===== src/source/mcu_pkg.sv =====
// ############################
// address map and register offsets
// only the upper 16 address bits select a region
// ############################
`default_nettype none

package mcu_pkg;

  localparam int unsigned BUS_WIDTH = 32;

  // region bases
  localparam logic [BUS_WIDTH-1:0] RAM_BASE      = 32'h0000_0000;
  localparam logic [BUS_WIDTH-1:0] SOC_CTRL_BASE = 32'h2000_0000;
  localparam logic [BUS_WIDTH-1:0] TIMER_BASE    = 32'h2001_0000;
  localparam logic [BUS_WIDTH-1:0] GPIO_BASE     = 32'h2002_0000;
  localparam logic [BUS_WIDTH-1:0] REGION_MASK   = 32'hFFFF_0000;

  typedef enum logic [2:0] {
    TGT_RAM,
    TGT_SOC_CTRL,
    TGT_TIMER,
    TGT_GPIO,
    TGT_NONE
  } bus_target_e;

  // returned for reads outside every region
  localparam logic [BUS_WIDTH-1:0] BUS_ERR_DATA = 32'hBADCAB1E;

  localparam logic [3:0] SOC_EXIT_VALUE_OFFS = 4'h0;
  localparam logic [3:0] SOC_EXIT_VALID_OFFS = 4'h4;
  localparam logic [3:0] SOC_BOOT_SEL_OFFS   = 4'h8;

  localparam logic [3:0] TIMER_MTIME_OFFS = 4'h0;
  localparam logic [3:0] TIMER_CMP_OFFS   = 4'h4;
  localparam logic [3:0] TIMER_CTRL_OFFS  = 4'h8;

  localparam logic [3:0] GPIO_IN_OFFS  = 4'h0;
  localparam logic [3:0] GPIO_OUT_OFFS = 4'h4;
  localparam logic [3:0] GPIO_EN_OFFS  = 4'h8;

endpackage

`default_nettype wire

===== src/source/obi_bus_if.sv =====
// ############################
// one bus-to-target link, word accesses only
// no grant since every target is always ready
// ############################
`timescale 1ns/10ps
`default_nettype none

interface obi_bus_if;

  import mcu_pkg::*;

  logic                 req;
  logic                 we;
  logic [BUS_WIDTH-1:0] addr;
  logic [BUS_WIDTH-1:0] wdata;
  logic                 rvalid;
  logic [BUS_WIDTH-1:0] rdata;

  modport manager (
    output req, we, addr, wdata,
    input  rvalid, rdata
  );

  modport target (
    input  req, we, addr, wdata,
    output rvalid, rdata
  );

endinterface

`default_nettype wire


===== src/source/gpio.sv =====
// ############################
// NUM_GPIO from 1 to 32
// inputs pass a two-flop synchronizer
// ############################
`timescale 1ns/10ps
`default_nettype none

module gpio #(
  parameter int unsigned NUM_GPIO = 32
) (
  input  logic                clk_i,
  input  logic                rst_i,
  input  logic [NUM_GPIO-1:0] gpio_i,
  output logic [NUM_GPIO-1:0] gpio_o,
  output logic [NUM_GPIO-1:0] gpio_en_o,
  obi_bus_if.target           bus_i
);

  import mcu_pkg::*;

  logic [3:0]          offs;
  logic [NUM_GPIO-1:0] in_meta_q;
  logic [NUM_GPIO-1:0] in_sync_q;

  assign offs = bus_i.addr[3:0];

  always_ff @(posedge clk_i) begin
    if (rst_i) begin
      in_meta_q    <= '0;
      in_sync_q    <= '0;
      gpio_o       <= '0;
      gpio_en_o    <= '0;
      bus_i.rvalid <= 1'b0;
    end else begin
      in_meta_q    <= gpio_i;
      in_sync_q    <= in_meta_q;
      bus_i.rvalid <= bus_i.req;
      if (bus_i.req && bus_i.we) begin
        case (offs)
          GPIO_OUT_OFFS: gpio_o    <= bus_i.wdata[NUM_GPIO-1:0];
          GPIO_EN_OFFS:  gpio_en_o <= bus_i.wdata[NUM_GPIO-1:0];
          default: ;
        endcase
      end
    end
  end

  always_ff @(posedge clk_i) begin
    if (bus_i.req) begin
      bus_i.rdata <= '0;
      if (!bus_i.we) begin
        case (offs)
          GPIO_IN_OFFS:  bus_i.rdata <= BUS_WIDTH'(in_sync_q);
          GPIO_OUT_OFFS: bus_i.rdata <= BUS_WIDTH'(gpio_o);
          GPIO_EN_OFFS:  bus_i.rdata <= BUS_WIDTH'(gpio_en_o);
          default: ;
        endcase
      end
    end
  end

endmodule

`default_nettype wire


===== src/flat_wrapper.sv =====
// flat-port wrapper written by rule: the top's interface ports become plain ports
module gpio_flat import mcu_pkg::*;
#(
  parameter int unsigned NUM_GPIO = 32
)
  (clk_i, rst_i, gpio_i, gpio_o, gpio_en_o, bus_i_req, bus_i_we, bus_i_addr, bus_i_wdata, bus_i_rvalid, bus_i_rdata);
  obi_bus_if bus_i_i ();
  input  logic clk_i;
  input  logic rst_i;
  input  logic [NUM_GPIO-1:0] gpio_i;
  output logic [NUM_GPIO-1:0] gpio_o;
  output logic [NUM_GPIO-1:0] gpio_en_o;
  input wire logic [$bits(bus_i_i.req)-1:0] bus_i_req;
  input wire logic [$bits(bus_i_i.we)-1:0] bus_i_we;
  input wire logic [$bits(bus_i_i.addr)-1:0] bus_i_addr;
  input wire logic [$bits(bus_i_i.wdata)-1:0] bus_i_wdata;
  output wire logic [$bits(bus_i_i.rvalid)-1:0] bus_i_rvalid;
  output wire logic [$bits(bus_i_i.rdata)-1:0] bus_i_rdata;
  assign bus_i_i.req = bus_i_req;
  assign bus_i_i.we = bus_i_we;
  assign bus_i_i.addr = bus_i_addr;
  assign bus_i_i.wdata = bus_i_wdata;
  assign bus_i_rvalid = bus_i_i.rvalid;
  assign bus_i_rdata = bus_i_i.rdata;
  gpio #(.NUM_GPIO(NUM_GPIO)) u_core (.clk_i(clk_i), .rst_i(rst_i), .gpio_i(gpio_i), .gpio_o(gpio_o), .gpio_en_o(gpio_en_o), .bus_i(bus_i_i));
endmodule

===== config.mk =====
export PLATFORM = sky130hd
export DESIGN_NAME = gpio_flat
export DESIGN_NICKNAME = d
export VERILOG_FILES = /design/src/source/mcu_pkg.sv /design/src/source/obi_bus_if.sv /design/src/source/gpio.sv /design/src/flat_wrapper.sv
export SDC_FILE = /design/constraint.sdc
export NUM_CORES = 1
export LEC_CHECK = 0
export BUFFER_PORTS_ARGS = -buffer_cell sky130_fd_sc_hd__buf_4
export CORE_AREA = 2 2 119 121
export CTS_CLUSTER_DIAMETER = 60
export DETAILED_ROUTE_END_ITERATION = 10
export DIE_AREA = 0 0 121 123
export PLACE_DENSITY = 0.71
export SYNTH_ARGS = -nofsm -noshare
export SYNTH_HDL_FRONTEND = slang
export SYNTH_SLANG_ARGS = --single-unit

===== constraint.sdc =====
create_clock -name clk_i -period 3.2 [get_ports clk_i]
set_clock_uncertainty 0.05 [all_clocks]
set_input_delay 0.32 -clock clk_i [delete_from_list [all_inputs] [get_ports clk_i]]
set_output_delay 0.32 -clock clk_i [all_outputs]
set_load 0.02 [all_outputs]

After elaboration in Yosys (flattened, before gate mapping)
Index checks and enable logic that the tools add are counted.
Storage, ports and cells
  logic and storage cells: 13
  output and inout bits: 97
  bits of input ports: 100
  register bits: 161
Cells by class
  multiplexer cells: 1
  equality and inequality tests: 2
  reduce and logical (&&, ||, !) cells: 4
Operator list (count)
  case mux 32 bit (3 select lines): 1
  equality test 4 x 3 -> 1 bit (second input constant): 1
  equality test 4 bit (second input constant): 1
  zero test 4 bit: 1
  AND reduction 2 bit: 2
  logical AND 1 bit: 1

Depth between registers and ports, before layout
  word-level depth: 2
  gate-level depth with buffers: 6
  mapped depth without buffers: 3

Worst setup path before layout
Ideal clock, no wire load.
  kind: input-to-reg
  start: in bus_i_addr[3]
  end: reg u_core.bus_i.rdata[14], data pin
  path slack: 1703 ps
  stages: 5
  library setup time: 266 ps
  buffers on the path: 2
  data arrival time: 1181 ps
  data required time: 2884 ps
  cells stage by stage: buf_4 -> buf_2 -> mux2_2 -> a22oi_1 -> nor2_1
On the way
  word-level cells in the longest chain between the ends: 2
  elaborated cells between the ends (all ways): 4
  classes of those cells: 2 x eq/ne; 1 x mux; 1 x reduce/logical
RTL lines
  start, declared: RTL line flat_wrapper.sv:15  | input wire logic [$bits(bus_i_i.addr)-1:0] bus_i_addr;
  equality test 4 bit (tied with other cells): RTL line gpio.sv:52  | case (offs)
  case mux 32 bit (3 select lines) (*): RTL line gpio.sv:52
  end signal, assigned: RTL line gpio.sv:53  | GPIO_IN_OFFS: bus_i.rdata <= BUS_WIDTH'(in_sync_q);
  end signal, assigned: RTL line gpio.sv:54  | GPIO_OUT_OFFS: bus_i.rdata <= BUS_WIDTH'(gpio_o);
  end signal, assigned: RTL line gpio.sv:55  | GPIO_EN_OFFS: bus_i.rdata <= BUS_WIDTH'(gpio_en_o);
  end, declared: RTL line obi_bus_if.sv:26  | output rvalid, rdata
Every way passes the cells marked *; elsewhere a longest branch is shown, timed or not.
A chain may end at the register's enable or synchronous reset.

Worst setup path after layout
  start: in bus_i_addr[3]
  end: reg u_core.gpio_o[20]
On the way
  word-level cells in the longest chain between the ends: 2
RTL lines
  equality test 4 x 3 -> 1 bit: RTL line gpio.sv:39  | case (offs)
  AND reduction 2 bit (no line)
  end signal, assigned: RTL line gpio.sv:40  | GPIO_OUT_OFFS: gpio_o <= bus_i.wdata[NUM_GPIO-1:0];
  end, declared: RTL line gpio.sv:14  | output logic [NUM_GPIO-1:0] gpio_o,
Every way passes these cells.

==> results.json <==
{
  "tightest_slew_ns": 1.01,
  "cts_root_buf": "clkbuf_16",
  "finalWirelength_um": 14600,
  "clk_latency_ns": 0.42,
  "outcome": "finished, final reports clean",
  "synth-seq-area-share": 0.590,
  "synthAdderAreaFrac": 0,
  "register_area_um2": 3540,
  "synth-simple-area-share": 0.198,
  "wl_per_cell_um": 17.0,
  "synthXorXnorAreaFrac": 0,
  "maxCapViolCount": 0,
  "final_hold_viol_count": 0,
  "drt-initial-drc-count": 245,
  "critPathTopFamily": "buffers and inverters",
  "die_x_um": 121,
  "rrSetupSlack_ns": 2.07,
  "area_delta_synth_final_pct": 33.9,
  "fin_crit_sh": 0.573,
  "cp_slowest_cell": "nor2b_2",
  "dp_hpwl_um": 9360,
  "netlist_area_um2": 6000,
  "critPathArrivalTime_ns": 2.06,
  "yosys_warnings": 0,
  "rows": 43,
  "syn-instance-count": 509,
  "io_buffers": 168,
  "grt_usage": 0.193,
  "setup_viol": 0,
  "antennaDiodeCount": 0,
  "fp.dieH_um": 123,
  "max_freq_ghz": 0.546,
  "first_pass_iters": 8,
  "globalRouteOverflowTotal": 0,
  "cts_buffers": 17,
  "drc": 0,
  "post-cts-setup-buffers": 0,
  "power_density_nw_per_um2": 562,
  "viasPerCell": 4.94,
  "synth_seq_cells": 161,
  "grt_start_max_net_pins": 94,
  "synth_top_family_by_area": "simple AND/OR/NAND/NOR gates",
  "r2r_cells": 3,
  "grt_pass1_vias": 4054,
  "path_cells": "buf_4, nor2b_2, buf_4, nand4_4, buf_4, mux2i_1",
  "multi_input_area_um2": 2300,
  "ys_types": 19,
  "path_buf_inv": 3,
  "min_path_type": "input port to flip-flop",
  "post_cts_resized": 0,
  "clk_pin_slew_ns": 0.06,
  "design.die.area_um2": 14900,
  "worstPathMaxFanout": 30,
  "cpPeakStageDelay_ns": 0.46,
  "gp_congestion": 0.760,
  "fin_area_um2": 8040,
  "drive_gt1_frac": 0.328,
  "fillerInstances": 1166,
  "synthMuxAreaShare": 0.129,
  "start_util": 0.441,
  "holdPathStages": 2,
  "criticalPathCategory": "input port to flip-flop",
  "vias": 4247,
  "synth_fp_nets": 609,
  "setup-tns-final_ns": 0,
  "endpoint_kind": "flip-flop",
  "io_pins": 197,
  "cts_hold_buf": 0,
  "fin_util": 0.591,
  "crit_required_ns": 3.43,
  "path_common_cell": "buf_4",
  "cts_tree": "built",
  "worst-path-stages": 6,
  "placed_area_um2": 7430,
  "cts_sinks": 161,
  "fin_hold_ws_ns": 0.0591,
  "synth_compound_area_frac": 0.0502,
  "cts_buffer_depth": 2,
  "coreArea_um2": 13600,
  "finalMaxSlewViolations": 0,
  "grt_pass1_wl_um": 21500,
  "syn_avg_cell_area_um2": 11.8,
  "rsz0062_at_grt": "no",
  "finalNetCount": 767,
  "min_period_ns": 1.83,
  "ant_nets": 0,
  "p_leak_nw": 3.39,
  "htreeDepth": 4,
  "startpoint_type": "input port",
  "antenna_found_initial": 0,
  "ir_worst_vdd_mv": 0.327,
  "slew_headroom": 0.323
}
-- registers in the layout, indices dropped and copies added (netlist names) --
name and cells:
u_core.gpio_en_o 32, u_core.in_sync_q 32, u_core.in_meta_q 32, u_core.bus_i.rdata 32, u_core.gpio_o 32, u_core.bus_i.rvalid 1
-- power breakdown --
part	switching, mW	leakage (nW)	internal [mW]	total (mW)
Sequential	0.0170	1.39	2.12	2.14
Clock	0.767	0.284	1.32	2.09
Combinational	0.147	1.72	0.145	0.292
-- per-stage QoR --
step / setup slack (ns) / cells / total power [mW]
detailed placement: 0.892 / 828 / 2.48
CTS: 1.32 / 860 / 4.56
finish: 1.37 / 860 / 4.52
global route: 1.29 / 860 / 4.68
global placement: 0.927 / 828 / 2.47
floorplan: 1.70 / 509 / 2.33
-- metal layers --
metal / up-vias / routed length (um) / GRT usage
met5: - / 0 / 0
met4: 0 / 259 / 0.0785
met3: 21 / 966 / 0.0637
met2: 139 / 7450 / 0.329
met1: 2032 / 5910 / 0.223
li1: 2055 / - / -
-- path summary, 6_finish.rpt --
kind / from / endpoint
max: bus_i_addr[3] / u_core.gpio_o[20]
min: gpio_i[12] / u_core.in_meta_q[12]
max reg2reg: u_core.gpio_en_o[7] / u_core.bus_i.rdata[7]
min reg2reg: u_core.in_meta_q[3] / u_core.in_sync_q[3]
-- synthesized netlist by cell type, drive strengths merged --
cell type	number	area, um2
buf	13	96.3
nand2b	96	601
nand4	1	12.5
clkbuf	25	93.8
a222oi	20	200
nor2	33	124
a2111o	1	11.3
dfxtp	129	2580
nor3	1	5.00
a22oi	12	90.1
and4	1	8.76
nor4b	1	15.0
mux2i	64	641
mux2	12	135
nor4	1	6.26
edfxtp	32	961
nor2b	67	419
-- layout make-up --
type	instances	area share
clock buffers	22	0.0565
clock inverters	10	0.0198
multi-input cells	310	0.287
flip-flops and latches	161	0.441
well taps	180	0.0280
repair buffers	177	0.168
-- layout by cell type (no fill, tap or decap) --
master,count
a2111o_1,1
a222oi_1,20
a22oi_1,12
and4_2,1
buf_12,2
buf_4,175
bufinv_16,4
clkbuf_1,4
clkbuf_16,17
clkbuf_8,1
clkinv_1,1
clkinv_2,1
clkinvlp_4,4
dfxtp_1,129
edfxtp_1,32
mux2_2,12
mux2i_1,64
nand2b_1,96
nand4_4,1
nor2_1,33
nor2b_1,65
nor2b_2,2
nor3_2,1
nor4_2,1
nor4b_4,1
-- kinds of logic (layout without fill, tap and decap cells) --
family                 count (synthesis)  after routing
AO/OA/AOI/OAI                         33             33
buffers and inverters                 38            209
flip-flops                           161            161
multiplexers                          76             76
AND/OR/NAND/NOR                      201            201
-- worst register-to-register path: stages (launching register included) --
cell	delay, ns
dfxtp_1	0.33
mux2_2	0.27
a22oi_1	0.16
nor2_1	0.06
Note: power is estimated with default switching activity, not from simulation.
