[config.mk]
export PLATFORM = sky130hd
export DESIGN_NAME = rv_timer_flat
export DESIGN_NICKNAME = d
export VERILOG_FILES = /design/src/source/mcu_pkg.sv /design/src/source/obi_bus_if.sv /design/src/source/rv_timer.sv /design/src/flat_wrapper.sv
export SDC_FILE = /design/constraint.sdc
export NUM_CORES = 1
export LEC_CHECK = 0
export ABC_CLOCK_PERIOD_IN_PS = 2430
export BUFFER_PORTS_ARGS = -buffer_cell sky130_fd_sc_hd__buf_4
export CAP_MARGIN = 20
export CORE_ASPECT_RATIO = 2
export CORE_MARGIN = 3
export CORE_UTILIZATION = 55
export CTS_BUF_LIST = sky130_fd_sc_hd__clkbuf_2 sky130_fd_sc_hd__clkbuf_4 sky130_fd_sc_hd__clkbuf_8
export DETAILED_ROUTE_END_ITERATION = 6
export GPL_TIMING_DRIVEN = 0
export PLACE_DENSITY = 0.77
export SYNTH_ARGS = -nofsm -noshare
export SYNTH_HDL_FRONTEND = slang
export SYNTH_SLANG_ARGS = --single-unit
[constraint.sdc]
create_clock -name clk_i -period 2.43 [get_ports clk_i]
set_input_delay 0.243 -clock clk_i [delete_from_list [all_inputs] [get_ports clk_i]]
set_output_delay 0.243 -clock clk_i [all_outputs]
set_load 0.005 [all_outputs]
[src/source/mcu_pkg.sv]
// ############################
// address map and register offsets
// only the upper 16 address bits select a region
// ############################
`default_nettype none

package mcu_pkg;

  localparam int unsigned BUS_WIDTH = 32;

  // region bases
  localparam logic [BUS_WIDTH-1:0] RAM_BASE      = 32'h0000_0000;
  localparam logic [BUS_WIDTH-1:0] SOC_CTRL_BASE = 32'h2000_0000;
  localparam logic [BUS_WIDTH-1:0] TIMER_BASE    = 32'h2001_0000;
  localparam logic [BUS_WIDTH-1:0] GPIO_BASE     = 32'h2002_0000;
  localparam logic [BUS_WIDTH-1:0] REGION_MASK   = 32'hFFFF_0000;

  typedef enum logic [2:0] {
    TGT_RAM,
    TGT_SOC_CTRL,
    TGT_TIMER,
    TGT_GPIO,
    TGT_NONE
  } bus_target_e;

  // returned for reads outside every region
  localparam logic [BUS_WIDTH-1:0] BUS_ERR_DATA = 32'hBADCAB1E;

  localparam logic [3:0] SOC_EXIT_VALUE_OFFS = 4'h0;
  localparam logic [3:0] SOC_EXIT_VALID_OFFS = 4'h4;
  localparam logic [3:0] SOC_BOOT_SEL_OFFS   = 4'h8;

  localparam logic [3:0] TIMER_MTIME_OFFS = 4'h0;
  localparam logic [3:0] TIMER_CMP_OFFS   = 4'h4;
  localparam logic [3:0] TIMER_CTRL_OFFS  = 4'h8;

  localparam logic [3:0] GPIO_IN_OFFS  = 4'h0;
  localparam logic [3:0] GPIO_OUT_OFFS = 4'h4;
  localparam logic [3:0] GPIO_EN_OFFS  = 4'h8;

endpackage

`default_nettype wire
[src/source/obi_bus_if.sv]
// ############################
// one bus-to-target link, word accesses only
// no grant since every target is always ready
// ############################
`timescale 1ns/10ps
`default_nettype none

interface obi_bus_if;

  import mcu_pkg::*;

  logic                 req;
  logic                 we;
  logic [BUS_WIDTH-1:0] addr;
  logic [BUS_WIDTH-1:0] wdata;
  logic                 rvalid;
  logic [BUS_WIDTH-1:0] rdata;

  modport manager (
    output req, we, addr, wdata,
    input  rvalid, rdata
  );

  modport target (
    input  req, we, addr, wdata,
    output rvalid, rdata
  );

endinterface

`default_nettype wire

[src/source/rv_timer.sv]
// ############################
// 32-bit mtime wraps silently
// irq is a level that clears on disable
// ############################
`timescale 1ns/10ps
`default_nettype none

module rv_timer (
  input  logic      clk_i,
  input  logic      rst_i,
  output logic      irq_timer_o,
  obi_bus_if.target bus_i
);

  import mcu_pkg::*;

  logic [3:0]           offs;
  logic [BUS_WIDTH-1:0] mtime_q;
  logic [BUS_WIDTH-1:0] cmp_q;
  logic                 en_q;
  logic                 wr;

  assign offs = bus_i.addr[3:0];
  assign wr   = bus_i.req && bus_i.we;

  always_ff @(posedge clk_i) begin
    if (rst_i) begin
      mtime_q      <= '0;
      cmp_q        <= '0;
      en_q         <= 1'b0;
      irq_timer_o  <= 1'b0;
      bus_i.rvalid <= 1'b0;
    end else begin
      bus_i.rvalid <= bus_i.req;
      // bus load wins over counting
      if (wr && offs == TIMER_MTIME_OFFS) begin
        mtime_q <= bus_i.wdata;
      end else if (en_q) begin
        mtime_q <= mtime_q + 1'b1;
      end
      if (wr && offs == TIMER_CMP_OFFS) begin
        cmp_q <= bus_i.wdata;
      end
      if (wr && offs == TIMER_CTRL_OFFS) begin
        en_q <= bus_i.wdata[0];
      end
      irq_timer_o <= en_q && (mtime_q >= cmp_q);
    end
  end

  always_ff @(posedge clk_i) begin
    if (bus_i.req) begin
      bus_i.rdata <= '0;
      if (!bus_i.we) begin
        case (offs)
          TIMER_MTIME_OFFS: bus_i.rdata <= mtime_q;
          TIMER_CMP_OFFS:   bus_i.rdata <= cmp_q;
          TIMER_CTRL_OFFS:  bus_i.rdata <= BUS_WIDTH'(en_q);
          default: ;
        endcase
      end
    end
  end

endmodule

`default_nettype wire

[src/flat_wrapper.sv]
// flat-port wrapper written by rule: the top's interface ports become plain ports
module rv_timer_flat import mcu_pkg::*;
  (clk_i, rst_i, irq_timer_o, bus_i_req, bus_i_we, bus_i_addr, bus_i_wdata, bus_i_rvalid, bus_i_rdata);
  obi_bus_if bus_i_i ();
  input  logic clk_i;
  input  logic rst_i;
  output logic irq_timer_o;
  input wire logic [$bits(bus_i_i.req)-1:0] bus_i_req;
  input wire logic [$bits(bus_i_i.we)-1:0] bus_i_we;
  input wire logic [$bits(bus_i_i.addr)-1:0] bus_i_addr;
  input wire logic [$bits(bus_i_i.wdata)-1:0] bus_i_wdata;
  output wire logic [$bits(bus_i_i.rvalid)-1:0] bus_i_rvalid;
  output wire logic [$bits(bus_i_i.rdata)-1:0] bus_i_rdata;
  assign bus_i_i.req = bus_i_req;
  assign bus_i_i.we = bus_i_we;
  assign bus_i_i.addr = bus_i_addr;
  assign bus_i_i.wdata = bus_i_wdata;
  assign bus_i_rvalid = bus_i_i.rvalid;
  assign bus_i_rdata = bus_i_i.rdata;
  rv_timer u_core (.clk_i(clk_i), .rst_i(rst_i), .irq_timer_o(irq_timer_o), .bus_i(bus_i_i));
endmodule
# Word level (Yosys, flattened, before mapping)
# Index checks and enable logic that the tools add are counted.
[word_totals]
regBits = 99
latchBits = 0
mem_bits_rw = 0
mem_bits_ro = 0
output_inout_bits = 34
n_memories = 0
[op_classes]
addsub = 1
n_mul = 0
div_mod_pow = 0
n_lt_le_gt_ge = 1
n_eq_ne = 2
shift = 0
muxes = 3
bitwise = 0
reduce_logical = 7
[ops]
columns = ["cell", "n"]
rows = [
  ["$pmux W32 S3", 1],
  ["$mux W32", 2],
  ["$add A32 B1 Y32 const B", 1],
  ["$ge A32 B32 Y1", 1],
  ["$logic_and A1 B1 Y1", 5],
  ["$eq A4 B3 Y1 const B", 1],
  ["$eq A4 B4 Y1 const B", 1],
  ["$logic_not A4 Y1", 1],
  ["$reduce_bool A2 Y1", 1],
]

# Logic depth before layout (Yosys ltp)
# Gate-level depths: netlist (run 1).
[depth]
depth_word = 3
depth_mapped = 7

# Least setup slack after synthesis (run 1)
# No wires, ideal clock.
[synth_timing]
path_kind = "register to register"
start = "register u_core.mtime_q[0]"
end = "register u_core.irq_timer_o"
setup_time_ns = 0.125
t_arrival_ns = 1.560
required_time_ns = 2.305
setup_slack_ns = 0.745
stages_incl_launch_ff = 8
n_path_buf = 0
cell_sequence = "dfxtp_1 inv_1 ha_1 nand2b_1 a2111oi_0 o21ai_0 a211oi_1 o21ai_0"
[synth_via]
elab_chain_cells = 2
[synth_lines]
columns = ["item", "line_no", "source"]
rows = [
  ["start, declared", "rv_timer.sv:18", "logic [BUS_WIDTH-1:0] mtime_q;"],
  ["start signal, assigned", "rv_timer.sv:37", "mtime_q <= bus_i.wdata;"],
  ["start signal, assigned", "rv_timer.sv:39", "mtime_q <= mtime_q + 1'b1;"],
  ["$ge A32 B32 Y1", "rv_timer.sv:47", "irq_timer_o <= en_q && (mtime_q >= cmp_q);"],
  ["$logic_and A1 B1 Y1", "rv_timer.sv:47", ""],
  ["end signal, assigned", "rv_timer.sv:47", ""],
  ["end, declared", "rv_timer.sv:11", "output logic irq_timer_o,"],
]
# No other way between the ends.
# A chain may end at the register's enable or synchronous reset.

# Final worst setup path (run 1)
# Same ends and word-level chain as after synthesis.

==> metrics, run 1 <==
synthesized-area fraction occupied by adder cells=8.03%; pins over their slew limit=0; antenna-violating nets left=0; xor and xnor area share after synthesis=5.28%; Post-CTS Resized=0; Clk pin slew, worst setup/hold paths=roughly 0.10 ns; data required time of the worst path=between 2 and 3 ns; multi-input logic area=0.00255 sq mm; Net Count, Synth=679; initial antenna violation count=0; Hold Vio Cnt, Final=0; Synth Cell Area=just over 0.005 sq mm; DR pass1 iterations=5; Hold Path Class=in -> reg; PortBufs=73; # Max-Cap Violations=0; Startpoint Class=register; Crit Path Max Fanout=6; Worst Tran Pin Value=0.607 ns; maximum clock rate=0.437 GHz; Post-synth EDFFs=32; die area=0.0106 sq mm; period utilization=94.1%; Ant. Diodes=0; Syn Inst Count=578; H-tree Lvls=3; Ports=102; reg2reg end=u_core.irq_timer_o; initial core utilization=56.7%; number of global-route vias before repair=4,491; Synth cell types=45; Compound-Gate Fraction of Synth Area=15.8%; highest-delay cell along the critical path=dfxtp_1; synthesis-stage register bit count=99; Worst VDD drop=around 0.44 mV; R2R cell count=7; # placed instances=753; row cnt=49; critical-path cell list=inv_1, ha_1, nand2b_1, a2111oi_0, o21ai_0, a211oi_1, o21ai_0; final setup vio count=0; R2R Setup Slk=around 0.14 ns; Hold Crit Start=bus_i_wdata[15]; Hold Buf Count CTS=0; Core ar.=0.00907 sq mm; area leader, netlist=dfxtp_1; Nets=763; vias per cell=~5.9; sequential share of the synthesized area=44.8%; Die W=approximately 74 um; TritonCTS clock tree=built; Setup TNS=0 ns; RSZ-0062 raised after global routing=no; # DRC=0; Yosys warning count=0; top cells by area, synth=dfxtp_1 26%, edfxtp_1 19%, ha_1 8.0%; slowest stage delay, CP=0.49 ns; FF+latch area=0.00230 sq mm; share of the synthesized area in the top cell type=26.1%; Worst Clk Skew=0.00926 ns; largest family of logic cells by synthesized area=simple AND/OR/NAND/NOR gates; die height=between 100 and 150 um; WS Path Type=reg -> reg; hold endpoint=u_core.cmp_q[15]; Synth Flop Type=dfxtp_1; Setup Buffers After CTS=0; CTS root buf=clkbuf_8; Worst Setup End Kind=register; initial drt markers=321; PwrDens=503 mW/mm^2; clock buffer depth=2; first-pass GRT wire length=21,300 um; TritonCTS buffer count=9; clock sink total=99; Worst EP arrival=2.54 ns; Pleak=around 2.2 nW; Routed WL per cell=17.5 um; Clock Latency Late Sink=0.39 ns; Slew Limit Headroom=59.2%; Area growth, synth to finish=16.8%; synthesized area per cell=slightly below 9 sq um; Vias=roughly 4,600; grt ovf=0; r2r startpoint=u_core.mtime_q[0]; worst hold stages=3; GRT Overall Usage=about a quarter; Post-Route WL=between 10,000 and 15,000 um; largest net degree at the start of global routing=38; run status=complete, no violations; ys async rst share=0%; Final min period=2.29 ns; share of layout cells above drive strength 1=16.2%; simple-gate area share of the yosys netlist=19.9%; Non-Filler Instances=769; filler instances=roughly 770; hpwl dp=9990 um; Worst path most repeated cell=o21ai_0; RePlAce Congestion=0.874; post-synthesis mux area share=0.584%
metrics by stage:
stage | instance area, sq um | setup WS [ns] | hold WS [ns] | utilization [%] | power [mW]
2_1_floorplan | 5140 | 0.745 | 0.355 | - | 1.88
3_3_place_gp | 5820 | 0.233 | 0.459 | 64.1 | 2.02
3_5_place_dp | 5820 | 0.178 | 0.466 | 64.1 | 2.02
4_1_cts | 6010 | 0.145 | 0.101 | 66.2 | 3.03
5_1_grt | 6010 | 0.0329 | 0.105 | 66.2 | 3.11
6_report | 6010 | 0.143 | 0.105 | 66.2 | 3.02
cells by family (layout without fill, tap and decap cells):
kind of cell | after synthesis | count (layout)
and+or+nand+nor | 217 | 217
AOI/OAI and AO/OA | 122 | 122
xor gates and xnor gates | 31 | 31
muxes | 3 | 3
adders and majority gates | 33 | 33
DFF | 99 | 99
buffers and inverters | 73 | 162
synth_stat cells (2+ instances only):
| cell type | count |
|---|---|
| a211oi_1 | 32 |
| a21o_1 | 3 |
| a21oi_1 | 42 |
| a22oi_1 | 31 |
| and2_1 | 2 |
| and3_1 | 5 |
| and4_1 | 3 |
| buf_1 | 2 |
| buf_2 | 9 |
| clkbuf_1 | 22 |
| dfxtp_1 | 67 |
| edfxtp_1 | 32 |
| ha_1 | 33 |
| inv_1 | 38 |
| mux2i_1 | 3 |
| nand2_1 | 77 |
| nand2b_1 | 3 |
| nand3_1 | 15 |
| nand4_1 | 22 |
| nand4b_1 | 2 |
| nor2_1 | 74 |
| nor2b_1 | 2 |
| nor3_1 | 3 |
| nor3_2 | 3 |
| o21a_1 | 2 |
| o21ai_0 | 3 |
| xnor2_1 | 7 |
| xor2_1 | 24 |
per-layer routing:
layer  routed length (um)  share of wire, %  vias to the layer above  global-route usage (%)
met2                 7600                56                      137                    47.5
li1                     -                 -                     2206                       -
met4                  302               2.2                        0                    11.5
met1                 4950                37                     2193                    29.0
met3                  612               4.5                       23                    4.44
met5                    0                 0                        -                       0
placed cells by master, fill, tap and decap left out, types with 3 or more instances in the layout:
cell	instances
nor3_1	3
xnor2_1	7
nand2b_1	3
a21o_1	3
and3_1	5
mux2i_1	3
and4_1	3
a21oi_1	42
clkbuf_1	22
clkbuf_8	11
ha_1	33
o21ai_0	3
a211oi_1	32
nand3_1	15
buf_4	74
nand4_1	22
a22oi_1	31
nor3_2	3
xor2_1	24
nand2_1	77
edfxtp_1	32
buf_2	9
inv_1	38
dfxtp_1	67
nor2_1	74
how the worst max path moves through the flow:
stage / to / cells past startpoint / start
2_1_floorplan: u_core.irq_timer_o / 7 / u_core.mtime_q[0]
3_3_place_gp: u_core.irq_timer_o / 7 / u_core.mtime_q[0]
3_5_place_dp: u_core.irq_timer_o / 7 / u_core.mtime_q[0]
4_1_cts: u_core.irq_timer_o / 7 / u_core.mtime_q[0]
5_1_grt: u_core.irq_timer_o / 7 / u_core.mtime_q[0]
6_report: u_core.irq_timer_o / 7 / u_core.mtime_q[0]
where the power goes:
| group | switching (mW) | leakage (nW) | total [mW] | internal, mW |
|---|---|---|---|---|
| clock | 0.603 | 0.0915 | 1.03 | 0.430 |
| sequential | 0.0196 | 0.871 | 1.75 | 1.73 |
| combinational | 0.129 | 1.21 | 0.234 | 0.105 |
| total | 0.752 | 2.17 | 3.02 | 2.27 |
area by class of cell:
class / count / share of cell area, %
tap: 102 / 2.12
clock inverter: 5 / 0.625
multi-input combinational: 406 / 42.5
timing repair buffer: 73 / 9.13
buffer: 34 / 2.38
clock buffer: 11 / 2.52
sequential: 99 / 38.3
inverter: 39 / 2.44
critical path, delay by kind of cell (launching register included):
kind / cells / cell delay, ns
AND/OR/NAND/NOR: 1 / 0.14
AO/OA/AOI/OAI: 4 / 1.19
adder cells (fa/ha/maj): 1 / 0.26
flip-flops: 1 / 0.49
buffers and inverters: 1 / 0.08
state kept, by name (all words and copies together) (netlist names):
register / flops
u_core.bus_i.rdata: 32
u_core.bus_i.rvalid: 1
u_core.cmp_q: 32
u_core.en_q: 1
u_core.irq_timer_o: 1
u_core.mtime_q: 32
Power figures use the tool's default switching activity.
==> run 2: changes to the inputs <==
--- a/config.mk
+++ b/config.mk
@@ -15,6 +15,7 @@
 export DETAILED_ROUTE_END_ITERATION = 6
 export GPL_TIMING_DRIVEN = 0
 export PLACE_DENSITY = 0.77
+export REMOVE_ABC_BUFFERS = 1
 export SYNTH_ARGS = -nofsm -noshare
 export SYNTH_HDL_FRONTEND = slang
 export SYNTH_SLANG_ARGS = --single-unit
==> metrics, run 2 (synthesis gave the netlist of run 1 again) <==
run status=complete, no violations; Die W=74.4 um (unchanged); # DRC=0 (unchanged); H-tree Lvls=3 (unchanged); initial core utilization=56.7% (unchanged); r2r startpoint=u_core.mtime_q[0]; first-pass GRT wire length=20,500 um (-3.6%); WP buf/inv=1 (unchanged); setup ws final=0.308 ns (+0.165 ns); Hold Buf Count CTS=0 (unchanged); PortBufs=73 (unchanged); Vias=4,482 (-1.7%); Worst Setup End Kind=register; Ports=102 (unchanged); Worst VDD drop=0.386 mV (-11%); PwrDens=505 mW/mm^2 (+0.47%); Post-CTS Resized=0 (unchanged); Hold Path Class=in -> reg; Startpoint Class=register; Area growth, synth to finish=16.9% (about the same); hpwl dp=8740 um (-13%); Core ar.=0.00907 sq mm (unchanged); Hold Vio Cnt, Final=0 (unchanged); number of global-route vias before repair=4,500 (+0.20%); clock sink total=99 (unchanged); Top Registers=u_core.bus_i.rdata (32), u_core.cmp_q (32), u_core.mtime_q (32); Clock Latency Late Sink=0.37 ns (-0.02 ns); # Max-Cap Violations=0 (unchanged); final core occ=66.2% (about the same); Hold Crit Start=bus_i_wdata[10]; row cnt=49 (unchanged); leading cell types in the layout, fill and taps excluded=77 x nand2_1, 74 x nor2_1, 73 x buf_4; pins over their slew limit=0 (unchanged); vias per cell=6.04 (+1.9%); critical-path cell list=inv_1, ha_1, nand2b_1, a2111oi_0, o21ai_0, a211oi_1, o21ai_0; clock buffer depth=2 (unchanged); slowest stage delay, CP=0.46 ns (-0.03 ns); Ant. Diodes=0 (unchanged); GRT Overall Usage=25.3% (-0.98 points); worst hold stages=3 (unchanged); CTS root buf=clkbuf_8; largest net degree at the start of global routing=69 (+82%); initial antenna violation count=0 (unchanged); pre-CTS setup slack=-0.0692 ns (-0.248 ns); Levels on crit path=7 (unchanged); Worst EP arrival=2.36 ns (-0.18 ns); die area=0.0106 sq mm (unchanged); die height=143 um (unchanged); Worst Clk Skew=0.00894 ns (-0.000315 ns); R2R cell count=7 (unchanged); CP startpoint=u_core.mtime_q[0]; TritonCTS clock tree=built; Crit Path Max Fanout=6 (unchanged); Nets=736 (-3.5%); Pleak=2.18 nW (+0.27%); Top delay family on crit path=compound AO/OA/AOI/OAI gates; Worst Tran Pin Value=0.830 ns (+0.223 ns); Setup Buffers After CTS=0 (unchanged); period utilization=87.3% (-6.8 points); RePlAce Congestion=0.834 (-4.5%); RSZ-0062 raised after global routing=no; filler instances=760 (-1.8%); commonest non-fill, non-tap cell in the layout=nand2_1; DR pass1 iterations=5 (unchanged); grt ovf=0 (unchanged); initial drt markers=299 (-6.9%); WS Path Type=reg -> reg; Final min period=2.12 ns (-0.165 ns); Worst path most repeated cell=o21ai_0; TritonCTS buffer count=9 (unchanged); Clk pin slew, worst setup/hold paths=0.09 ns (about the same); Post-Route WL=12,800 um (-5.2%); share of layout cells above drive strength 1=16.6% (+0.37 points); Routed WL per cell=17.2 um (-1.8%); Slew Limit Headroom=44.6% (-15 points); data required time of the worst path=2.67 ns (-0.02 ns); final setup vio count=0 (unchanged); antenna-violating nets left=0 (unchanged); highest-delay cell along the critical path=dfxtp_1; maximum clock rate=0.471 GHz (+7.8%)
[run 2: cell types whose count changed in the layout (fill, tap and decap cells not counted), moves of 2 or more]
| cell | change |
|---|---|
| buf_16 | +2 |
| clkbuf_8 | -2 |
| clkbuf_4 | +2 |
| clkinvlp_4 | -2 |
| buf_1 | -2 |
| clkbuf_1 | -22 |
| buf_2 | -9 |
| buf_8 | +2 |
| buf_6 | +2 |
| clkinv_2 | +2 |
[run 2: worst register-to-register path, stage by stage (launching register included)]
cell and delay (ns):
dfxtp_1 0.46, inv_1 0.07, ha_1 0.26, nand2b_1 0.13, a2111oi_0 0.36, o21ai_0 0.22
a211oi_1 0.33, o21ai_0 0.16
[run 2: area by class of cell]
| cell class | instances | area (sq um) | area share, % |
|---|---|---|---|
| multi-input cells | 406 | 2560 | 42.7 |
| clock buffers | 11 | 139 | 2.31 |
| flip-flops and latches | 99 | 2300 | 38.3 |
| inverters | 39 | 146 | 2.44 |
| clock inverters | 5 | 53.8 | 0.895 |
| well taps | 102 | 128 | 2.12 |
| repair buffers | 80 | 676 | 11.2 |
[run 2: where the power goes]
| group | internal, mW | switching, mW |
|---|---|---|
| Clock | 0.496 | 0.552 |
| Sequential | 1.73 | 0.0205 |
| Combinational | 0.109 | 0.126 |
| Total | 2.34 | 0.698 |
[run 2: stage by stage]
| stage | area [sq um] | power (mW) | TNS [ns] | hold slack, ns | cells |
|---|---|---|---|---|---|
| 5_1_grt | 6010 | 3.13 | 0 | 0.110 | 742 |
| 2_1_floorplan | 5000 | 1.86 | -25.39 | 0.312 | 544 |
| 3_3_place_gp | 5670 | 2.01 | -173.00 | 0.457 | 719 |
| 3_5_place_dp | 5790 | 2.02 | -0.567 | 0.462 | 725 |
| 4_1_cts | 5980 | 3.05 | 0 | 0.103 | 741 |
| 6_report | 6010 | 3.03 | 0 | 0.117 | 742 |
[run 2: worst paths after layout]
path              slack [ns]                  to
setup / recovery        0.31  u_core.irq_timer_o
hold / removal          0.12    u_core.cmp_q[10]
setup reg to reg        0.31  u_core.irq_timer_o
hold reg to reg         0.48     u_core.cmp_q[9]
[run 2: routing by layer]
layer / up-vias / share of wire (%) / global-route usage, % / wire length, um
met3: 43 / 3.8 / 4.44 / 482
met4: 0 / 4.3 / 16.7 / 545
li1: 2151 / - / - / -
met1: 2157 / 36 / 25.3 / 4660
met5: - / 0 / 0 / 0
met2: 131 / 55 / 45.5 / 7080
