==> src/source/mcu_pkg.sv <==
// ############################
// address map and register offsets
// only the upper 16 address bits select a region
// ############################
`default_nettype none

package mcu_pkg;

  localparam int unsigned BUS_WIDTH = 32;

  // region bases
  localparam logic [BUS_WIDTH-1:0] RAM_BASE      = 32'h0000_0000;
  localparam logic [BUS_WIDTH-1:0] SOC_CTRL_BASE = 32'h2000_0000;
  localparam logic [BUS_WIDTH-1:0] TIMER_BASE    = 32'h2001_0000;
  localparam logic [BUS_WIDTH-1:0] GPIO_BASE     = 32'h2002_0000;
  localparam logic [BUS_WIDTH-1:0] REGION_MASK   = 32'hFFFF_0000;

  typedef enum logic [2:0] {
    TGT_RAM,
    TGT_SOC_CTRL,
    TGT_TIMER,
    TGT_GPIO,
    TGT_NONE
  } bus_target_e;

  // returned for reads outside every region
  localparam logic [BUS_WIDTH-1:0] BUS_ERR_DATA = 32'hBADCAB1E;

  localparam logic [3:0] SOC_EXIT_VALUE_OFFS = 4'h0;
  localparam logic [3:0] SOC_EXIT_VALID_OFFS = 4'h4;
  localparam logic [3:0] SOC_BOOT_SEL_OFFS   = 4'h8;

  localparam logic [3:0] TIMER_MTIME_OFFS = 4'h0;
  localparam logic [3:0] TIMER_CMP_OFFS   = 4'h4;
  localparam logic [3:0] TIMER_CTRL_OFFS  = 4'h8;

  localparam logic [3:0] GPIO_IN_OFFS  = 4'h0;
  localparam logic [3:0] GPIO_OUT_OFFS = 4'h4;
  localparam logic [3:0] GPIO_EN_OFFS  = 4'h8;

endpackage

`default_nettype wire
==> src/source/obi_bus_if.sv <==
// ############################
// one bus-to-target link, word accesses only
// no grant since every target is always ready
// ############################
`timescale 1ns/10ps
`default_nettype none

interface obi_bus_if;

  import mcu_pkg::*;

  logic                 req;
  logic                 we;
  logic [BUS_WIDTH-1:0] addr;
  logic [BUS_WIDTH-1:0] wdata;
  logic                 rvalid;
  logic [BUS_WIDTH-1:0] rdata;

  modport manager (
    output req, we, addr, wdata,
    input  rvalid, rdata
  );

  modport target (
    input  req, we, addr, wdata,
    output rvalid, rdata
  );

endinterface

`default_nettype wire

==> src/source/soc_ctrl.sv <==
// ############################
// exit valid is sticky until reset
// offsets alias every 16 bytes
// ############################
`timescale 1ns/10ps
`default_nettype none

module soc_ctrl (
  input  logic                         clk_i,
  input  logic                         rst_i,
  input  logic                         boot_select_i,
  output logic                         exit_valid_o,
  output logic [mcu_pkg::BUS_WIDTH-1:0] exit_value_o,
  obi_bus_if.target                    bus_i
);

  import mcu_pkg::*;

  logic [3:0] offs;

  assign offs = bus_i.addr[3:0];

  always_ff @(posedge clk_i) begin
    if (rst_i) begin
      exit_value_o <= '0;
      exit_valid_o <= 1'b0;
      bus_i.rvalid <= 1'b0;
    end else begin
      bus_i.rvalid <= bus_i.req;
      if (bus_i.req && bus_i.we) begin
        case (offs)
          SOC_EXIT_VALUE_OFFS: exit_value_o <= bus_i.wdata;
          // only a one sets it
          SOC_EXIT_VALID_OFFS: exit_valid_o <= exit_valid_o | bus_i.wdata[0];
          default: ;
        endcase
      end
    end
  end

  always_ff @(posedge clk_i) begin
    if (bus_i.req) begin
      bus_i.rdata <= '0;
      if (!bus_i.we) begin
        case (offs)
          SOC_EXIT_VALUE_OFFS: bus_i.rdata <= exit_value_o;
          SOC_EXIT_VALID_OFFS: bus_i.rdata <= BUS_WIDTH'(exit_valid_o);
          SOC_BOOT_SEL_OFFS:   bus_i.rdata <= BUS_WIDTH'(boot_select_i);
          default: ;
        endcase
      end
    end
  end

endmodule

`default_nettype wire

==> src/flat_wrapper.sv <==
// flat-port wrapper written by rule: the top's interface ports become plain ports
module soc_ctrl_flat import mcu_pkg::*;
  (clk_i, rst_i, boot_select_i, exit_valid_o, exit_value_o, bus_i_req, bus_i_we, bus_i_addr, bus_i_wdata, bus_i_rvalid, bus_i_rdata);
  obi_bus_if bus_i_i ();
  input  logic clk_i;
  input  logic rst_i;
  input  logic boot_select_i;
  output logic exit_valid_o;
  output logic [mcu_pkg::BUS_WIDTH-1:0] exit_value_o;
  input wire logic [$bits(bus_i_i.req)-1:0] bus_i_req;
  input wire logic [$bits(bus_i_i.we)-1:0] bus_i_we;
  input wire logic [$bits(bus_i_i.addr)-1:0] bus_i_addr;
  input wire logic [$bits(bus_i_i.wdata)-1:0] bus_i_wdata;
  output wire logic [$bits(bus_i_i.rvalid)-1:0] bus_i_rvalid;
  output wire logic [$bits(bus_i_i.rdata)-1:0] bus_i_rdata;
  assign bus_i_i.req = bus_i_req;
  assign bus_i_i.we = bus_i_we;
  assign bus_i_i.addr = bus_i_addr;
  assign bus_i_i.wdata = bus_i_wdata;
  assign bus_i_rvalid = bus_i_i.rvalid;
  assign bus_i_rdata = bus_i_i.rdata;
  soc_ctrl u_core (.clk_i(clk_i), .rst_i(rst_i), .boot_select_i(boot_select_i), .exit_valid_o(exit_valid_o), .exit_value_o(exit_value_o), .bus_i(bus_i_i));
endmodule
==> config.mk <==
export PLATFORM = sky130hd
export DESIGN_NAME = soc_ctrl_flat
export DESIGN_NICKNAME = d
export VERILOG_FILES = /design/src/source/mcu_pkg.sv /design/src/source/obi_bus_if.sv /design/src/source/soc_ctrl.sv /design/src/flat_wrapper.sv
export SDC_FILE = /design/constraint.sdc
export NUM_CORES = 1
export LEC_CHECK = 0
export BUFFER_PORTS_ARGS = -buffer_cell sky130_fd_sc_hd__buf_2
export CORE_UTILIZATION = 28
export CTS_CLUSTER_DIAMETER = 80
export CTS_CLUSTER_SIZE = 14
export DETAILED_ROUTE_END_ITERATION = 7
export GPL_TIMING_DRIVEN = 0
export PLACE_DENSITY = 0.54
export SLEW_MARGIN = 20
export SYNTH_ARGS = -nofsm -noshare
export SYNTH_HDL_FRONTEND = slang
export SYNTH_SLANG_ARGS = --single-unit
==> constraint.sdc <==
create_clock -name clk_i -period 1.2 [get_ports clk_i]
set_input_delay 0.24 -clock clk_i [delete_from_list [all_inputs] [get_ports clk_i]]
set_output_delay 0.24 -clock clk_i [all_outputs]
set_load 0.005 [all_outputs]
# Word-level counts from Yosys, hierarchy flattened
# Cells that the tools add are included.
# Widths: inputs -> output; s select.
[classes] eq_ne=2 mux=1 bitwise=1 reduce_logical=4
[ops] operator="$pmux 32 s3" n=1
[ops] operator="$eq 4x3->1 const B" n=1
[ops] operator="$eq 4x4->1 const B" n=1
[ops] operator="$logic_not 4->1" n=1
[ops] operator="$reduce_and 2->1" n=2
[ops] operator="$logic_and 1x1->1" n=1
[ops] operator="$or 1x1->1" n=1
[word_totals] register_bits=66 inputBits=69 word_cells=12

# Depth between registers and ports, before layout
# Gate-level depths: netlist (run 1).
[logic_depth] depth_word=2 mapped_depth=5 depth_no_buf=3

# Worst setup path before layout (run 1)
# OpenSTA, ideal clock, no wires.
[synth_timing] path_type="in2reg" from="input port bus_i_we" to="register u_core.bus_i.rdata[10] (data pin)" setup_time_ns=0.131 arrival_ns=1.071 required_time_ns=1.069 setup_slack_ns=-0.002 path_stages=4 n_path_buf=1 cell_sequence="or3_4 > nor3_4 > buf_6 > and2_1"
[synth_rtl] element="start: declaration" line_no="flat_wrapper.sv:11" source="input wire logic [$bits(bus_i_i.we)-1:0] bus_i_we;"
[synth_rtl] element="end signal: assignment" line_no="soc_ctrl.sv:46" source="SOC_EXIT_VALUE_OFFS: bus_i.rdata <= exit_value_o;"
[synth_rtl] element="end signal: assignment" line_no="soc_ctrl.sv:47" source="SOC_EXIT_VALID_OFFS: bus_i.rdata <= BUS_WIDTH'(exit_valid_o);"
[synth_rtl] element="end signal: assignment" line_no="soc_ctrl.sv:48" source="SOC_BOOT_SEL_OFFS: bus_i.rdata <= BUS_WIDTH'(boot_select_i);"
[synth_rtl] element="end: declaration" line_no="obi_bus_if.sv:26" source="output rvalid, rdata"

==> results of run 1 <==
==> per-stage QoR <==
stage,instance area [um2],std cells,setup slack (ns)
2_1_floorplan,2788,219,-0.001545
3_3_place_gp,3480,457,-0.8108
3_5_place_dp,3480,457,-0.8971
4_1_cts,3714,473,0.02078
5_1_grt,3746,474,0.003712
6_report,3746,474,0.06029
==> synth_stat cells <==
master	n	share of area (%)
nand2b_1	64	14
dfxtp_1	34	24
mux2i_1	33	12
edfxtp_1	32	34
and2_1	31	7.0
clkbuf_1	7	0.94
buf_6	4	1.6
buf_12	3	2.2
nor2b_1	2	0.45
a21oi_1	1	0.18
a31oi_1	1	0.22
and4bb_1	1	0.45
nand2_1	1	0.13
nor2_1	1	0.13
nor3_4	1	0.58
nor3b_2	1	0.45
or2_1	1	0.22
or3_4	1	0.40
==> per-layer routing <==
metal	track usage, %	up-vias
met2	19.23	63
met4	6.355	0
met3	4.417	5
met5	0	-
li1	-	961
met1	16.06	896
==> power by group through the flow <==
stage	Combinational (mW)	Clock (mW)	Sequential (mW)
after floorplan	0.108	0	2.47
after global routing	0.338	2.24	2.42
after detailed placement	0.290	0	2.47
after global placement	0.287	0	2.46
final	0.301	2.07	2.41
after CTS	0.297	2.15	2.41
==> state kept, by name, indices dropped and copies added, names as in the netlist <==
signal and cells:
u_core.exit_value_o 32, u_core.bus_i.rdata 32, u_core.exit_valid_o 1, u_core.bus_i.rvalid 1
==> cell usage in the layout, fill, tap and decap left out, drive strengths merged, types with 2 or more instances in the layout <==
cell type and n:
mux2i 33, buf 112, edfxtp 32, clkbuf 19, dfxtp 34, nor2b 2, nand2b 64, bufinv 2
clkinv 2, and2 31
==> repair_timing <==
action | CTS | global route
endpoints found under the setup margin | 32 | 13
endpoints found under the hold margin | 0 | 0
resized for setup | 4 | 1
cloned | 0 | 1
==> final cells by class <==
| cell class | count | area share (%) |
|---|---|---|
| buffer | 14 | 3.507 |
| clock buffer | 11 | 3.774 |
| clock inverter | 5 | 2.071 |
| multi-input combinational | 139 | 27.09 |
| sequential | 66 | 43.82 |
| tap | 133 | 4.442 |
| timing repair buffer | 106 | 15.30 |
==> final timing paths <==
check                                       startpoint                      end
worst max-delay path                          bus_i_we    u_core.bus_i.rdata[4]
worst min-delay path                   bus_i_wdata[21]  u_core.exit_value_o[21]
worst min register to register  u_core.exit_value_o[1]   u_core.exit_value_o[1]
worst max register to register  u_core.exit_value_o[0]    u_core.bus_i.rdata[0]
==> cells by family after synthesis <==
| group | synth area share (%) |
|---|---|
| AND/OR/NAND/NOR | 24.15 |
| flip-flops | 58.89 |
| multiplexers | 11.85 |
| buffers and inverters | 4.713 |
| AO/OA/AOI/OAI | 0.4039 |
==> tightest hold or removal path: stages <==
cell	delay, ns
buf_2	0.09
nand2b_1	0.05
mux2i_1	0.06
==> metrics.txt, run 1 <==
Yosys warnings=0; DR iter-0 viols=29; MaxCap Viol Count=0; Rel. slew slack=67.86%; CTS buffer count=9; RSZ-0062 raised after global routing=no; Sequential Power Share=50.5%; min-delay worst type=input pin to flip-flop; Sw Pwr=~1 mW; setup tns final=0 ns; met2 WL=just under 3000 um; WHS=approximately 0.16 ns; clock network fraction of total power=a little over two fifths; Final min period=1.140 ns; CP max stage cell=or3_4; WL per Instance=13.63 um; CP Max Fanout=10; cells on worst reg2reg path=3; number of distinct library cells after synthesis=18; number of global-route vias before repair=about 1900; initial core utilization=around 29%; critical path depth in cells=5; max frequency=0.8774 GHz; Power Dens Cells=between 1000 and 1500 mW/mm2; Fill cells=approximately 1000; M1 WL=approximately 3100 um; I/O Buffers=105; Ports=135; met3 WL=between 300 and 400 um; CTS tree=done; GRT overflow=0; Register Area=0.001642 mm2; clk slew on worst S/H paths=0.07 ns; Mean Syn Cell Area=about 13 um2; synth-to-layout area growth=34.38%; sequential fraction of the synthesis area=about 60%; Post-Route WL=about 6500 um; Final nets=slightly above 400; Synth Register Bits=66; largest net degree at the start of global routing=35; Via density=4.061; crit path DAT=1.35 ns; CP peak stage delay=about 0.39 ns; clock sinks=between 60 and 70; clock insertion delay at the later pin of the skew report=roughly 0.33 ns; Setup crit end kind=flip-flop; Crit path buffers/inverters=2; crit start category=input pin; top sig layer=met4; Internal Power=3.781 mW; Die Y=101.8 um; die width=101.8 um; Worst Skew=roughly 0.0044 ns; n_diodes=0; switch share=between 20% and 30%; vias=a little under 2000; Combinational Power Share=6.3%; first-pass detailed-route iteration total=5; FP Rows=36; setup violators final=0; CTS root buf=clkbuf_8; HPWL after DPL=4313 um; Gate Count Post-Synth=219; Post-CTS Setup Bufs=0; Cell Chain, Critical Path=buf_2 > or3_4 > nor3_4 > buf_6 > and2_1; Final ANT Viol Nets=0; core area=approximately 0.0097 mm2; crit path kind=input pin to flip-flop; flop-to-flop setup slack=around 0.26 ns; Final Hold Fails=0; initial antenna violation count=0; hold path cells=3; gpl congestion=between 0.6 and 0.7; WP data required=1.41 ns; first-pass GRT wire length=between 9000 and 10000 um; peak supply drop=just under 0.5 mV; share of post-route cells with drive strength above 1=38.42%; total chip power=about 4.8 mW; status=finished clean; H-tree Lvls=3; DRC errors left=0; Leak=1.580 nW; Final Cycle Share=a little over nine tenths; GRT Overall Usage=12.71%; cell family with most CP delay=simple AND/OR/NAND/NOR gates; Util after Layout=a little under 40%; Hold Buf Count CTS=0; clock tree buffer depth=2; Syn Nets=~290; max-slew violation count=0; area of the multi-input gates=between 0.001 and 0.0015 mm2; total die area=approximately 0.010 mm2; Mapped Area=roughly 0.0028 mm2; Slew @ Worst Pin=just under 0.5 ns
No activity file was read; power rests on OpenSTA's default activity.
==> run 2: changes to the inputs <==
- MAX_ROUTING_LAYER: default -> met4
==> metrics.txt, run 2 (synthesis gave the netlist of run 1 again) <==
status=finished clean; CP max stage cell=or3_4; number of global-route vias before repair=1895; DR iter-0 viols=26; Post-CTS Setup Bufs=0; Slew @ Worst Pin=a little under 0.5 ns; final cell count without fillers=474; cell family with most CP delay=simple AND/OR/NAND/NOR gates; H-tree Lvls=3; WP data required=between 1 and 1.5 ns; total die area=just over 0.01 mm2; Hold Startpoint=bus_i_wdata[21]; Final ANT Viol Nets=0; dpl cells=~460; clk slew on worst S/H paths=0.07 ns; Fill cells=1003; most frequent cells in the layout=buf_2, nand2b_1, dfxtp_1; clock tree buffer depth=2; Die Y=roughly 100 um; CTS buffer count=9; setup violators final=0; grt met1 use=16.23%; Cell Chain, Critical Path=buf_2 > or3_4 > nor3_4 > buf_6 > and2_1; Ports=about 140; WL per Instance=13.65 um; CP Max Fanout=10; Final Cycle Share=roughly 95%; GRT overflow=0; max-slew violation count=0; CP peak stage delay=0.39 ns; Final nets=between 400 and 500; largest net degree at the start of global routing=35; core area=between 0.009 and 0.01 mm2; crit start category=input pin; global routing usage on met3=between 4 and 5%; max frequency=around 0.9 GHz; Rel. slew slack=roughly two thirds; gpl congestion=about 0.65; MaxCap Viol Count=0; Setup crit end kind=flip-flop; DRC errors left=0; Worst Setup EP=u_core.bus_i.rdata[4]; min-delay worst type=input pin to flip-flop; CTS root buf=clkbuf_8; CTS tree=done; synth-to-layout area growth=34.38%; die width=101.8 um; first-pass detailed-route iteration total=4; Post-Route WL=between 6000 and 7000 um; Power Dens Cells=1278 mW/mm2; vias=1930; WHS=0.1560 ns; Final Hold Fails=0; HPWL after DPL=approximately 4300 um; crit path kind=input pin to flip-flop; clock sinks=66; initial core utilization=between 20% and 30%; n_diodes=0; I/O Buffers=between 100 and 150; RSZ-0062 raised after global routing=no; crit path DAT=1.35 ns; met2 Use GR=about a fifth; Leak=1.580 nW; peak supply drop=about 0.48 mV; Hold Buf Count CTS=0; Via density=slightly above 4; Crit path buffers/inverters=2; CP startpoint=bus_i_we; Reg-to-Reg Start=u_core.exit_value_o[0]; FP Rows=36; Worst Skew=between 0.004 and 0.005 ns; GRT Overall Usage=roughly an eighth; share of post-route cells with drive strength above 1=38.42%; cells on worst reg2reg path=3; clock insertion delay at the later pin of the skew report=around 0.34 ns; flop-to-flop setup slack=approximately 0.26 ns; commonest non-fill, non-tap cell in the layout=buf_2; Largest regs=u_core.bus_i.rdata (32), u_core.exit_value_o (32); grt peak-use layer=met2; critical path depth in cells=5; Util after Layout=38.50%; first-pass GRT wire length=around 9700 um; initial antenna violation count=0; Final min period=~1.1 ns; reg2reg end=u_core.bus_i.rdata[0]
## run 2: cell counts in the layout (fill, tap and decap cells not counted)
No cell type changed its count.
## run 2: worst register-to-register path, delay by kind of cell (launching register included)
kind	cells	cell delay [ns]
AND/OR/NAND/NOR	1	0.20
flip-flops	1	0.37
AO/OA/AOI/OAI	1	0.14
multiplexers	1	0.08
## run 2: report_power, final
part | leakage [nW] | internal, mW | total (mW) | switching, mW
combinational | 0.866 | 0.161 | 0.300 | 0.139
sequential | 0.605 | 2.40 | 2.41 | 0.0141
clock | 0.109 | 1.22 | 2.07 | 0.852
total | 1.58 | 3.78 | 4.79 | 1.00
## run 2: per-stage QoR
stage               setup TNS (ns)  worst slack (ns)  power (mW)  cell area [um2]
global placement            -36.78           -0.8108       2.752             3480
finish                           0           0.06059       4.786             3746
CTS                              0           0.02078       4.860             3714
global route                     0          0.003726       4.991             3746
floorplan                 -0.04635         -0.001545       2.581             2788
detailed placement          -39.79           -0.8971       2.755             3480
## run 2: per-layer routing
layer,up-vias,wire length (um)
li1,963,-
met1,896,3100
met2,64,2909
met3,7,357
met4,0,100
met5,-,0
## run 2: repair_timing
item / in CTS / in global routing
resized for setup: 4 / 1
gates cloned: 0 / 1
endpoints found under the setup margin: 32 / 13
## run 2: layout make-up
| cell class | instances | area [um2] | area share [%] |
|---|---|---|---|
| sequential | 66 | 1642 | 43.82 |
| buffer | 14 | 131.4 | 3.507 |
| multi-input combinational | 139 | 1015 | 27.09 |
| timing repair buffer | 106 | 573.1 | 15.30 |
| clock inverter | 5 | 77.57 | 2.071 |
| tap | 133 | 166.4 | 4.442 |
| clock buffer | 11 | 141.4 | 3.774 |
## run 2: worst min-delay path by stage
stage | endpoint | depth (start not counted) | slack, ns
after floorplan | u_core.bus_i.rdata[0] | 0 | 0.35
after global placement | u_core.exit_value_o[27] | 2 | 0.47
after detailed placement | u_core.exit_value_o[23] | 2 | 0.48
after CTS | u_core.exit_value_o[21] | 3 | 0.14
after global routing | u_core.exit_value_o[9] | 3 | 0.14
final | u_core.exit_value_o[21] | 3 | 0.16
==> run 3: changes to the inputs <==
- PLACE_DENSITY: 0.54 -> default
==> metrics.txt, run 3 (synthesis gave the netlist of run 1 again) <==
gpl congestion=~0.67; Cell Chain, Critical Path=buf_2 > or3_4 > nor3_4 > buf_6 > and2_1; Power Dens Cells=approximately 1200 mW/mm2; max frequency=0.8963 GHz; crit path kind=input pin to flip-flop; commonest non-fill, non-tap cell in the layout=buf_2; clock tree buffer depth=2; cells on worst reg2reg path=3; setup violators final=0; status=finished clean; Via density=4.032; Final Hold Fails=0; Util after Layout=between 30 and 40%; CP max stage cell=or3_4; first-pass GRT wire length=slightly above 9000 um; area of the multi-input gates=around 0.001 mm2; min-delay worst type=input pin to flip-flop; initial antenna violation count=0; Crit path buffers/inverters=2; share of post-route cells with drive strength above 1=about two fifths; Post-CTS Setup Bufs=0; synth-to-layout area growth=32.50%; Largest regs=u_core.bus_i.rdata (32), u_core.exit_value_o (32); Hold Startpoint=bus_i_wdata[12]; Die Y=approximately 100 um; GRT Overall Usage=between 10% and 20%; WHS=0.1600 ns; critical path depth in cells=5; clk slew on worst S/H paths=0.08 ns; initial core utilization=between 20% and 30%; CTS buffer count=9; met2 Use GR=a little under a fifth; number of global-route vias before repair=1799; Fill cells=a little over 1000; Register Area=about 0.0016 mm2; vias=between 1500 and 2000; Final ANT Viol Nets=0; clock insertion delay at the later pin of the skew report=around 0.33 ns; die width=approximately 100 um; Final Cycle Share=about 93%; clock sinks=66; I/O Buffers=105; Sequential Power Share=a little under three fifths; max-slew violation count=0; FP Rows=36; Slew @ Worst Pin=approximately 0.49 ns; WP data required=approximately 1.4 ns; Setup crit end kind=flip-flop; Worst Setup EP=u_core.bus_i.rdata[4]; CP Max Fanout=10; H-tree Lvls=3; CP peak stage delay=~0.40 ns; CP startpoint=bus_i_we; n_diodes=0; Final nets=a little over 400; RSZ-0062 raised after global routing=no; reg2reg end=u_core.bus_i.rdata[0]; total die area=around 0.010 mm2; peak supply drop=slightly below 0.5 mV; DR iter-0 viols=36; CTS root buf=clkbuf_8; switch share=a little under a quarter; grt peak-use layer=met2; Rel. slew slack=between 60% and 70%; Final min period=~1.1 ns; core area=0.009729 mm2; clock network fraction of total power=between 30% and 40%; Sw Pwr=~1 mW; cell family with most CP delay=simple AND/OR/NAND/NOR gates; DRC errors left=0; largest net degree at the start of global routing=35; HPWL after DPL=4379 um; CTS tree=done; flop-to-flop setup slack=about 0.24 ns; Internal Power=about 3.3 mW; WL per Instance=~13 um; crit start category=input pin; Reg-to-Reg Start=u_core.exit_value_o[0]; GRT overflow=0; most frequent cells in the layout=buf_2, nand2b_1, dfxtp_1; Worst Skew=0.01128 ns; crit path DAT=between 1 and 1.5 ns; first-pass detailed-route iteration total=4; Leak=~1.6 nW; Combinational Power Share=7.0%; global routing usage on met3=2.968%; MaxCap Viol Count=0; grt met1 use=approximately 16%; Post-Route WL=between 6000 and 7000 um; Ports=between 100 and 150
-- run 3: layout make-up --
cell class	count	share of cell area (%)
Clock inverter	5	0.8469
Sequential cell	66	44.44
Clock buffer	11	3.557
Tap cell	133	4.505
Buffer	14	3.557
Multi-Input combinational cell	139	27.57
Timing Repair Buffer	106	15.51
-- run 3: per-stage QoR --
| stage | power (mW) | setup WS [ns] | instances | cell area [um2] | setup TNS, ns |
|---|---|---|---|---|---|
| after floorplan | 2.581 | -0.001545 | 219 | 2788 | -0.04635 |
| after global placement | 2.749 | -0.8109 | 457 | 3480 | -35.77 |
| after detailed placement | 2.754 | -0.8586 | 457 | 3480 | -37.87 |
| after CTS | 4.341 | 0.02068 | 473 | 3657 | 0 |
| after global routing | 4.485 | 0.02663 | 474 | 3694 | 0 |
| final | 4.290 | 0.08428 | 474 | 3694 | 0 |
-- run 3: per-layer routing --
layer  routed length (um)  up-vias
li1                     -      960
met1                 2978      881
met2                 2994       62
met3                  281        8
met4                   68        0
met5                    0        -
-- run 3: worst min path at each step --
| stage | to | slack [ns] | depth (start not counted) |
|---|---|---|---|
| 2_1_floorplan | u_core.bus_i.rdata[0] | 0.35 | 0 |
| 3_3_place_gp | u_core.exit_value_o[16] | 0.46 | 2 |
| 3_5_place_dp | u_core.exit_value_o[16] | 0.47 | 2 |
| 4_1_cts | u_core.exit_value_o[27] | 0.14 | 3 |
| 5_1_grt | u_core.exit_value_o[28] | 0.15 | 3 |
| 6_report | u_core.exit_value_o[12] | 0.16 | 3 |
-- run 3: power by group through the flow --
stage | Clock [mW] | Sequential [mW] | Combinational, mW
after global placement | 0 | 2.46 | 0.285
after detailed placement | 0 | 2.47 | 0.287
after floorplan | 0 | 2.47 | 0.108
after global routing | 1.73 | 2.42 | 0.333
after CTS | 1.63 | 2.41 | 0.293
final | 1.58 | 2.41 | 0.299
-- run 3: worst register-to-register path: cells and delay by family, from the launching register on --
kind | cells | cell delay (ns)
AO/OA/AOI/OAI | 1 | 0.15
flip-flops | 1 | 0.38
multiplexers | 1 | 0.08
AND/OR/NAND/NOR | 1 | 0.20
-- run 3: what timing repair did --
action,in CTS,in global routing
hold buffers,0,0
cloned,0,1
resized for setup,4,2
setup endpoints to repair,32,9
